**src/bm_pkg.sv**
```systemverilog
package bm_pkg;

    // ----------------------------------------
    // shape widths
    // ----------------------------------------
    localparam int SIZE_W   = 8;
    localparam int CHN_W    = 8;
    // width x channel product
    localparam int STRIDE_W = SIZE_W + CHN_W;

    // word widths
    localparam int IFM_DW    = 32;
    // nine 8-bit taps per filter word
    localparam int FILTER_DW = 72;

    // ----------------------------------------
    // storage sizes
    // ----------------------------------------
    // whole input feature map
    localparam int IFM_DEPTH    = 65536;
    localparam int IFM_AW       = 16;
    // one row of width x channel words
    localparam int ROW_DEPTH    = 1536;
    localparam int ROW_AW       = 11;
    // per filter bank
    localparam int FILTER_DEPTH = 512;
    localparam int FILTER_AW    = 9;
    localparam int NUM_FB       = 4;

    // control pipe depth, output register adds the third cycle
    localparam int CTRL_DELAY = 2;

    typedef logic [IFM_DW-1:0]    ifm_word_t;
    typedef logic [FILTER_DW-1:0] filter_word_t;

    // role of a row buffer inside the 3-row window
    typedef enum logic [1:0] {
        ROLE_ABV = 2'd0,
        ROLE_CUR = 2'd1,
        ROLE_BEL = 2'd2
    } row_role_e;

endpackage

```
**src/row_prefill.sv**
```systemverilog
`timescale 1ns/10ps

module row_prefill (
    input  logic                         clk,
    input  logic                         rstn,
    input  logic                         csync_start,
    input  logic                         c_csync_run,
    input  logic [bm_pkg::STRIDE_W-1:0]  row_stride,
    output logic                         pf_run,
    output logic                         pf_vld,
    output logic [bm_pkg::ROW_AW-1:0]    pf_addr,
    output logic [bm_pkg::ROW_AW-1:0]    pf_addr_d,
    output logic                         pf_done
);
    import bm_pkg::*;

    logic [ROW_AW-1:0] last_addr;

    // words per row minus one
    assign last_addr = row_stride[ROW_AW-1:0] - 1'b1;

    // ----------------------------------------
    // row 0 copy, one word per cycle
    // ----------------------------------------
    always_ff @(posedge clk or negedge rstn) begin
        if (!rstn) begin
            pf_run  <= 1'b0;
            pf_done <= 1'b0;
            pf_addr <= '0;
        end else if (csync_start) begin
            pf_run  <= 1'b1;
            pf_done <= 1'b0;
            pf_addr <= '0;
        end else if (pf_run) begin
            pf_addr <= pf_addr + 1'b1;
            // last read issued this cycle
            if (pf_addr == last_addr) begin
                pf_run  <= 1'b0;
                pf_done <= 1'b1;
            end
        end else if (!c_csync_run) begin
            // sync over
            pf_done <= 1'b0;
        end
    end

    // aligned with the feature-map read latency
    always_ff @(posedge clk or negedge rstn) begin
        if (!rstn) begin
            pf_vld    <= 1'b0;
            pf_addr_d <= '0;
        end else begin
            pf_vld    <= pf_run;
            pf_addr_d <= pf_addr;
        end
    end

endmodule

```
**config.mk**
```make
export PLATFORM = sky130hd
export DESIGN_NAME = row_prefill
export DESIGN_NICKNAME = d
export VERILOG_FILES = /design/src/bm_pkg.sv /design/src/row_prefill.sv
export SDC_FILE = /design/constraint.sdc
export NUM_CORES = 1
export LEC_CHECK = 0
export ABC_CLOCK_PERIOD_IN_PS = 1670
export BUFFER_PORTS_ARGS = -buffer_cell sky130_fd_sc_hd__buf_2
export CAP_MARGIN = 20
export CORE_ASPECT_RATIO = 1.5
export CORE_UTILIZATION = 44
export CTS_CLUSTER_DIAMETER = 60
export DETAILED_ROUTE_END_ITERATION = 8
export GPL_ROUTABILITY_DRIVEN = 0
export PLACE_DENSITY = 0.81
export SYNTH_ARGS = -nofsm -noshare
export SYNTH_HDL_FRONTEND = slang
export SYNTH_SLANG_ARGS = --single-unit
```
**constraint.sdc**
```tcl
create_clock -name clk -period 1.67 [get_ports clk]
set_clock_uncertainty 0.05 [all_clocks]
set_input_delay 0.0835 -clock clk [delete_from_list [all_inputs] [get_ports clk]]
set_output_delay 0.0835 -clock clk [all_outputs]
set_load 0.01 [all_outputs]
```
==> impl_metrics.yaml <==
grt:
  grt.overflow.total: 0
  globalRouteTotalUtil: 0.217
  wire_length_of_the_first_global_routing_pass_microns: 4850
  grt_pass1_vias: 1145
  grt_start_max_net_pins: 26
  antenna_found_initial: 0
routing:
  firstDrtPassIters: 4
  route.detailed.wl_per_inst_microns: 14.5
  totalWireLength_microns: 3090
  route.detailed.drc: 0
  drt_first_iter_violations: 21
  final_antenna_net_count: 0
  vias: 1148
  post_drt_via_cell_ratio: 5.39
synthesis:
  yosys_register_bits: 25
  synth_cells: 126
  synth_cell_type_count: 37
  synth_flop_cell: "dfrtp_1"
  synth_enable_flop_cells: 0
  synth.avg_cell_area_sq_um: 10.3
  netlist_area_sq_um: 1300
  yosysWarningCount: 0
  synth_sequential_area_ratio: 0.482
  asyncSetResetFlopFracSynth: 1.00
  synth_fp_nets: 148
finish:
  total_area_of_multi_input_combinational_cells_sq_um: 642
  layout.filler_cells: 218
  flow.area_growth_from_synthesis_pct: 29.0
  stdcell_count: 213
  layout_commonest_cell: "buf_2"
  insertedDiodeCount: 0
  drive_above_1_share: 0.369
  register_area_sq_um: 628
  highest_count_cells_in_the_layout_ignoring_fill_and_taps: "buf_2, dfrtp_1, xor2_1"
  finish.net_count: 199
timing:
  report.final.setup_viol: 0
  fmax_mhz: 614
  final-max-slew-violation-count: 0
  final_setup_tns_ns: 0
  finalWorstPathRequiredPeriod_ns: 1.63
  maxSlewHeadroom: 0.651
  grt_setup_unrepaired: "yes"
  report.final.hold_viol_count: 0
  worst_pin_slew_ns: 0.523
  post-route-period-util: 0.975
critical_path:
  start_kind: "register"
  path_cells: "xor2_1 > a311o_1 > a211oi_2 > nand4_1 > o31a_1"
  worstSetupPathType: "register to register"
  crit_fanout: 2
  critPathRequiredTime_ns: 1.78
  cp_slowest_stage_delay_ns: 0.42
  cp_data_arrival_time_ns: 1.74
  critical_path.slowest_cell: "dfrtp_2"
  critPathBufInv: 0
  ff2ff_setup_slack_ns: 0.04
  crit_start: "pf_addr[4]"
  crit_family: "compound AO/OA/AOI/OAI gates"
  setup.worst_path.end_class: "register"
  regToRegStartpoint: "pf_addr[4]"
placed_design:
  post-place-cells: 208
  hpwlAfterDp_microns: 2400
  buffer_ports.inserted: 39
power:
  power_leakage_uw: 0.000849
  irDropWorstVdd_v: 0.000326
  power.density_cell_area_nw_per_um2: 678
floorplanning:
  design.die.area_sq_um: 3180
  floorplan.initialDensity: 0.475
  floorplan.die.width_microns: 46.4
  floorplan.io_pins: 45
  core-area_sq_um: 2730
  die_y_microns: 68.5
  rows: 23
cts:
  cts_tree: "built"
  cts_post_setup_buffers_inserted: 0
  cts_root_cell: "clkbuf_8"
  clock_sink_count: 25
  cts_inserted_buffers: 3
  worst_setup_hold_path_clk_slew_ns: 0.08
  ctsLongestPathBuffers: 2
  cts_htree_levels: 1
  clk-insertion-delay-late_ns: 0.27
run:
  max_cap_viol_count: 0
outcome:
  status: "completed"
min_path:
  holdCritStartpoint: "c_csync_run"
  timing.hold.worst.class: "input port to register"
-- power breakdown --
group	internal [uW]	switching (uW)	leakage, uW
combinational	69.2	87.9	0.000496
sequential	617	12.1	0.000330
clock	171	180	0.0000228
-- final timing paths --
path | endpoint | cells after the start
min in group asynchronous | pf_addr[0] | 2
worst max register to register | pf_run | 5
max in group asynchronous | pf_addr[4] | 2
worst min-delay path | pf_done | 3
worst max-delay path | pf_run | 5
worst min register to register | pf_addr_d[10] | 0
-- layout make-up --
| class | instances | area share |
|---|---|---|
| clock buffers | 4 | 0.0269 |
| well taps | 37 | 0.0276 |
| flip-flops and latches | 25 | 0.375 |
| inverters | 5 | 0.0112 |
| repair buffers | 52 | 0.176 |
| multi-input cells | 90 | 0.383 |
-- sequential cells by signal, summed over array words and instances, names as in the netlist --
register	flops
pf_addr	11
pf_addr_d	11
pf_done	1
pf_run	1
pf_vld	1
-- cell families (layout without fill, tap and decap cells) --
group | after synthesis | count (layout) | share of synthesized area
muxes | 1 | 1 | 0.00771
adders and majority gates | 2 | 2 | 0.0193
and+or+nand+nor | 46 | 46 | 0.198
DFF | 25 | 25 | 0.482
xor gates and xnor gates | 21 | 21 | 0.142
AOI/OAI and AO/OA | 20 | 20 | 0.115
buffers and inverters | 11 | 61 | 0.0376
-- metal layers --
metal | part of all wire | track usage | vias up | routed length [microns]
met2 | 0.55 | 0.370 | 44 | 1710
met5 | 0 | 0 | - | 0
li1 | - | - | 537 | -
met1 | 0.38 | 0.233 | 560 | 1180
met4 | 0.025 | 0.143 | 0 | 76
met3 | 0.040 | 0.0443 | 7 | 124
-- metrics by stage --
stage,utilization,area [sq um],hold slack (ns),total power (uW),worst slack (ns)
detailed placement,0.586,1600,0.0391,795,-0.213
global placement,0.586,1600,0.0341,787,-0.109
CTS,0.609,1660,0.0223,1140,0.0336
global route,0.613,1680,0.0269,1190,-0.0287
floorplan,-,1300,-0.262,714,0.00235
finish,0.613,1680,0.0202,1140,0.0423
-- Yosys cell counts, types with 2 or more instances --
cell      number  area [sq um]
a211o_1        2          17.5
a21oi_1        4          20.0
a31oi_1        2          12.5
clkbuf_1       5          18.8
dfrtp_1       25           626
ha_1           2          25.0
inv_1          5          18.8
nand2_1        8          30.0
nand2b_1       2          12.5
nand3_1        3          15.0
nand4_1        6          37.5
nor2_1        12          45.0
o21ai_0        4          20.0
or3_1          4          25.0
xnor2_1        5          43.8
xor2_1        16           140
-- worst reg2reg max path, cell delays in order (launching register included) --
cell,delay [ns]
dfrtp_2,0.42
xor2_1,0.18
a311o_1,0.29
a211oi_2,0.18
nand4_1,0.15
o31a_1,0.26
-- what timing repair did --
item                                    CTS  global route
pin swaps                                 2             3
hold endpoints to repair                 25             0
resized for setup                         1             4
endpoints found under the setup margin    2             3
hold buffers                              1             0
No activity file was read; power rests on OpenSTA's default activity.
