**config.mk**
```make
export PLATFORM = sky130hd
export DESIGN_NAME = ifm_addr_gen
export DESIGN_NICKNAME = d
export VERILOG_FILES = /design/src/bm_pkg.sv /design/src/ifm_addr_gen.sv
export SDC_FILE = /design/constraint.sdc
export NUM_CORES = 1
export LEC_CHECK = 0
export BUFFER_PORTS_ARGS = -buffer_cell sky130_fd_sc_hd__buf_2
export CAP_MARGIN = 20
export CORE_MARGIN = 2
export CORE_UTILIZATION = 50
export DETAILED_ROUTE_END_ITERATION = 8
export GPL_ROUTABILITY_DRIVEN = 0
export HOLD_SLACK_MARGIN = 0.06
export PLACE_DENSITY = 0.73
export SLEW_MARGIN = 30
export SYNTH_ARGS = -nofsm -noshare
export SYNTH_HDL_FRONTEND = slang
export SYNTH_SLANG_ARGS = --single-unit
```
**constraint.sdc**
```tcl
create_clock -name clk -period 4.48 [get_ports clk]
set_input_delay 0.448 -clock clk [delete_from_list [all_inputs] [get_ports clk]]
set_output_delay 0.448 -clock clk [all_outputs]
set_load 0.03 [all_outputs]
```
**src/bm_pkg.sv**
```systemverilog
package bm_pkg;

    // ----------------------------------------
    // shape widths
    // ----------------------------------------
    localparam int SIZE_W   = 8;
    localparam int CHN_W    = 8;
    // width x channel product
    localparam int STRIDE_W = SIZE_W + CHN_W;

    // word widths
    localparam int IFM_DW    = 32;
    // nine 8-bit taps per filter word
    localparam int FILTER_DW = 72;

    // ----------------------------------------
    // storage sizes
    // ----------------------------------------
    // whole input feature map
    localparam int IFM_DEPTH    = 65536;
    localparam int IFM_AW       = 16;
    // one row of width x channel words
    localparam int ROW_DEPTH    = 1536;
    localparam int ROW_AW       = 11;
    // per filter bank
    localparam int FILTER_DEPTH = 512;
    localparam int FILTER_AW    = 9;
    localparam int NUM_FB       = 4;

    // control pipe depth, output register adds the third cycle
    localparam int CTRL_DELAY = 2;

    typedef logic [IFM_DW-1:0]    ifm_word_t;
    typedef logic [FILTER_DW-1:0] filter_word_t;

    // role of a row buffer inside the 3-row window
    typedef enum logic [1:0] {
        ROLE_ABV = 2'd0,
        ROLE_CUR = 2'd1,
        ROLE_BEL = 2'd2
    } row_role_e;

endpackage

```
**src/ifm_addr_gen.sv**
```systemverilog
`timescale 1ns/10ps

module ifm_addr_gen (
    input  logic                         clk,
    input  logic                         rstn,
    input  logic                         csync_start,
    input  logic [bm_pkg::SIZE_W-1:0]    q_width,
    input  logic [bm_pkg::CHN_W-1:0]     q_channel,
    // controller coordinate
    input  logic                         c_data_run,
    input  logic [bm_pkg::SIZE_W-1:0]    c_col,
    input  logic [bm_pkg::CHN_W-1:0]     c_chn,
    input  logic                         c_is_last_row,
    input  logic                         c_is_last_col,
    input  logic                         c_is_last_chn,
    // prefill
    input  logic                         pf_run,
    input  logic [bm_pkg::ROW_AW-1:0]    pf_addr,
    // stage 0 of the control pipe
    input  logic                         data_run_s0,
    input  logic                         c_is_last_row_s0,
    output logic [bm_pkg::STRIDE_W-1:0]  row_stride,
    output logic                         ifm_rd_en,
    output logic [bm_pkg::IFM_AW-1:0]    ifm_rd_addr,
    output logic [bm_pkg::ROW_AW-1:0]    row_rd_addr,
    output logic [bm_pkg::ROW_AW-1:0]    row_wr_addr
);
    import bm_pkg::*;

    logic [STRIDE_W-1:0] offset;
    logic [IFM_AW-1:0]   row_base;
    logic [IFM_AW-1:0]   ifm_addr_q;
    logic [ROW_AW-1:0]   row_addr_q;
    logic [ROW_AW-1:0]   row_addr_d;
    logic                row_end;

    // words per row and word position inside the row
    assign row_stride = q_width * q_channel;
    assign offset     = c_col * q_channel + STRIDE_W'(c_chn);
    assign row_end    = c_is_last_col && c_is_last_chn;

    // ----------------------------------------
    // stage 1 address registers
    // ----------------------------------------
    always_ff @(posedge clk or negedge rstn) begin
        if (!rstn) begin
            row_base   <= '0;
            ifm_addr_q <= '0;
            row_addr_q <= '0;
        end else if (csync_start) begin
            row_base   <= '0;
            ifm_addr_q <= '0;
            row_addr_q <= '0;
        end else if (c_data_run) begin
            row_addr_q <= offset[ROW_AW-1:0];
            // fetch the row below the current one
            ifm_addr_q <= row_base + offset + row_stride;
            if (row_end && !c_is_last_row) begin
                row_base <= row_base + row_stride;
            end
        end
    end

    // write offset trails the read by the ram latency
    always_ff @(posedge clk or negedge rstn) begin
        if (!rstn) begin
            row_addr_d <= '0;
        end else if (csync_start) begin
            row_addr_d <= '0;
        end else begin
            row_addr_d <= row_addr_q;
        end
    end

    // no row below on the last row
    assign ifm_rd_en   = pf_run || (data_run_s0 && !c_is_last_row_s0);
    assign ifm_rd_addr = pf_run ? IFM_AW'(pf_addr) : ifm_addr_q;
    assign row_rd_addr = row_addr_q;
    assign row_wr_addr = row_addr_d;

endmodule

```
==> impl_metrics.json <==
{
  "drive_above_1_share_pct": 45.0,
  "startpoint_type": "input port",
  "start_util_pct": 50.9,
  "rows": 47,
  "htree_levels": 2,
  "grt_overflow": 0,
  "r2r_cells": 11,
  "reg2reg_to": "ifm_addr_q[15]$_DFFE_PN0P_",
  "firstDrtPassIters": 7,
  "rsz0062_at_grt": "true",
  "clkSinkCount": 54,
  "required_ps": 4710,
  "stdcell_area_sq_um": 12700,
  "drc_errors": 0,
  "tightest_slew_ps": 907,
  "grt_pass1_wl_um": 40700,
  "critPathMaxFanout": 6,
  "cts-root-buf": "clkbuf_16",
  "grt_usage_pct": 28.5,
  "syn_area_sq_um": 8400,
  "post-dp-hpwl_um": 17500,
  "drtIter0Drc": 603,
  "pin_count": 108,
  "final_nets": 1494,
  "yosys_warnings": 0,
  "vias": 8280,
  "clkLatencyLatePin_ps": 310,
  "worstHoldPathType": "input port to async pin",
  "fp.dieW_um": 134,
  "port_buffers": 107,
  "outcome": "finished, violations left",
  "timing.fmax_mhz": 168,
  "finalSetupViolations": 28,
  "syn2layout_area_growth_pct": 50.9,
  "r2r_start": "row_base[1]$_DFFE_PN0P_",
  "syn_area_per_cell_sq_um": 8.93,
  "die_h_um": 134,
  "cts_tree": "done",
  "synth_edf_count": 0,
  "worst_setup_path_end_kind": "flip-flop",
  "grt_max_degree": 66,
  "clk_pin_slew_worst_paths_ps": 80,
  "violations": "negative setup slack",
  "synth.ff_latch_count": 54,
  "fin_crit_ps": 5950,
  "synth_cell_type_count": 65,
  "ant_nets": 0,
  "fillCellCount": 976,
  "synth_async_sr_flop_share_pct": 100,
  "grt_pass1_vias": 8525,
  "synthCells": 941,
  "slew_headroom_pct": 39.5,
  "diodes": 0,
  "antenna_found_initial": 0,
  "placed_cell_area_sq_um": 10800,
  "cts_buffers": 5,
  "drt-total-wl_um": 28000,
  "viasPerCell": 5.66,
  "fin_skew_ps": 7.99,
  "syn_nets": 1192,
  "worst-r2r-setup-slack_ps": 1140,
  "wl_per_cell_um": 19.1,
  "synthFlopType": "dfrtp_1",
  "cts_buffer_depth": 2,
  "setup_ws_ps": -1470,
  "finalHoldViolCount": 0,
  "core_area_sq_um": 16500,
  "maxCapViolCount": 0,
  "ys_seq_area_share_pct": 16.1,
  "dp_slack_ps": -1720,
  "cp.arrival_ps": 6180,
  "period_share_pct": 133,
  "slew_violations": 0,
  "die_area_sq_um": 17900,
  "path_class": "input port to flip-flop"
}
per-layer routing:
metal / wire [um] / GRT usage [%] / vias up
met1: 10700 / 35.1 / 4084
li1: - / - / 3679
met3: 1730 / 4.72 / 132
met2: 14200 / 50.9 / 385
met5: 0 / 0 / -
met4: 1370 / 9.04 / 0
cells in the final DEF (no fill, tap or decap), types with 12 or more instances in the layout:
cell type | netlist | routed
ha_1 | 102 | 69
a21oi_1 | 48 | 23
ha_4 | 0 | 32
and2_1 | 89 | 74
and2_4 | 0 | 15
nor2_1 | 53 | 41
a21oi_2 | 0 | 16
nand2_2 | 0 | 12
buf_6 | 0 | 65
inv_2 | 0 | 21
buf_2 | 0 | 83
a21o_1 | 16 | 16
buf_4 | 0 | 160
mux2i_1 | 16 | 16
nand2_1 | 78 | 59
inv_1 | 156 | 130
fa_1 | 96 | 89
nor2b_1 | 21 | 19
dfrtp_1 | 54 | 54
flip-flops by register name, summed over array words and instances, names as in the netlist:
| register | flops |
|---|---|
| ifm_addr_q | 16 |
| row_base | 16 |
| row_rd_addr | 11 |
| row_wr_addr | 11 |
critical path, cell delays in order:
cell and delay, ps:
buf_12 100, nand2_4 50, fa_1 520, fa_1 550, inv_2 60, fa_1 560
inv_2 50, fa_1 580, inv_2 60, ha_4 280, o21ai_2 50, nor2_2 160
buf_4 140, nor4_4 30, nor3_2 280, nor2_2 90, xnor2_2 310, xor2_1 210
ha_1 290, ha_4 250, a21oi_2 150, o21ai_2 90, a21oi_2 200, o31ai_4 100
xnor2_2 150, xnor3_1 240, a211oi_2 180
Yosys cell counts (2+ instances only):
master	n	area, sq um
o31ai_1	3	22.5
or4_1	5	37.5
and3_1	7	43.8
a211oi_2	2	25.0
a211oi_1	12	90.1
nor3_1	8	40.0
o311a_1	2	20.0
a21o_2	3	26.3
nor2_1	53	199
ha_1	102	1280
inv_1	156	586
xor2_1	12	105
nand2b_1	5	31.3
o211ai_1	5	37.5
nand4b_1	4	35.0
mux2i_1	16	160
a31o_2	2	17.5
or3_1	4	25.0
fa_1	96	1920
nand4_1	4	25.0
nor2b_1	21	131
a21oi_1	48	240
or3b_2	2	17.5
o21bai_1	5	37.5
mux2_2	10	113
and2_1	89	557
dfrtp_1	54	1350
nand3_1	5	25.0
o311ai_0	3	26.3
buf_1	5	18.8
nand2_1	78	293
a221oi_1	3	26.3
o21ai_0	24	120
clkbuf_1	19	71.3
o2111ai_1	2	17.5
a21o_1	16	120
o21a_1	6	45.0
or2_2	2	12.5
xnor2_1	19	166
a31oi_1	4	25.0
area by class of cell:
cell class / count / area [sq um] / share of cell area [%]
Inverter: 157 / 602 / 4.75
Multi-Input combinational cell: 706 / 7750 / 61.1
Clock inverter: 3 / 48.8 / 0.385
Sequential cell: 54 / 1350 / 10.7
Timing Repair Buffer: 319 / 2530 / 19.9
Clock buffer: 5 / 125 / 0.987
Tap cell: 220 / 275 / 2.17
through the flow:
stage                     std cells  util, %  TNS (ps)  hold slack (ps)
final                          1464     76.7    -18380              266
after global routing           1464     76.7    -21990              351
after CTS                      1452     73.1    -16340              311
after detailed placement       1415     65.3    -26660              499
after global placement         1415     65.3    -25420              496
after floorplan                 941        -    -11990              152
worst max-delay path by stage:
stage	start	to	slack, ps	cells after the start
floorplan	q_channel[4]	ifm_addr_q[15]$_DFFE_PN0P_	-1270	24
global placement	q_channel[0]	ifm_addr_q[15]$_DFFE_PN0P_	-1630	22
detailed placement	q_channel[0]	ifm_addr_q[15]$_DFFE_PN0P_	-1720	24
CTS	q_channel[4]	ifm_addr_q[15]$_DFFE_PN0P_	-1190	25
global route	q_channel[3]	ifm_addr_q[15]$_DFFE_PN0P_	-1600	27
finish	q_channel[3]	ifm_addr_q[15]$_DFFE_PN0P_	-1470	27
logic make-up (layout without fill, tap and decap cells):
| family | count (synthesis) | count (layout) | share of synthesized area [%] |
|---|---|---|---|
| multiplexers | 26 | 26 | 3.25 |
| buffers and inverters | 181 | 484 | 8.08 |
| XOR/XNOR | 33 | 33 | 3.69 |
| AO/OA/AOI/OAI | 153 | 153 | 12.4 |
| AND/OR/NAND/NOR | 296 | 296 | 18.4 |
| flip-flops | 54 | 54 | 16.1 |
| adder cells (fa/ha/maj) | 198 | 198 | 38.1 |
what timing repair did:
action	in CTS	in global routing
setup buffers	33	20
cloned	2	0
gates resized for setup	210	120
hold buffers	0	0
setup endpoints to repair	30	30
pin swaps	78	59
Power is not shown: default switching activity piles up to over one toggle a cycle in this logic, so the estimate is an artifact.
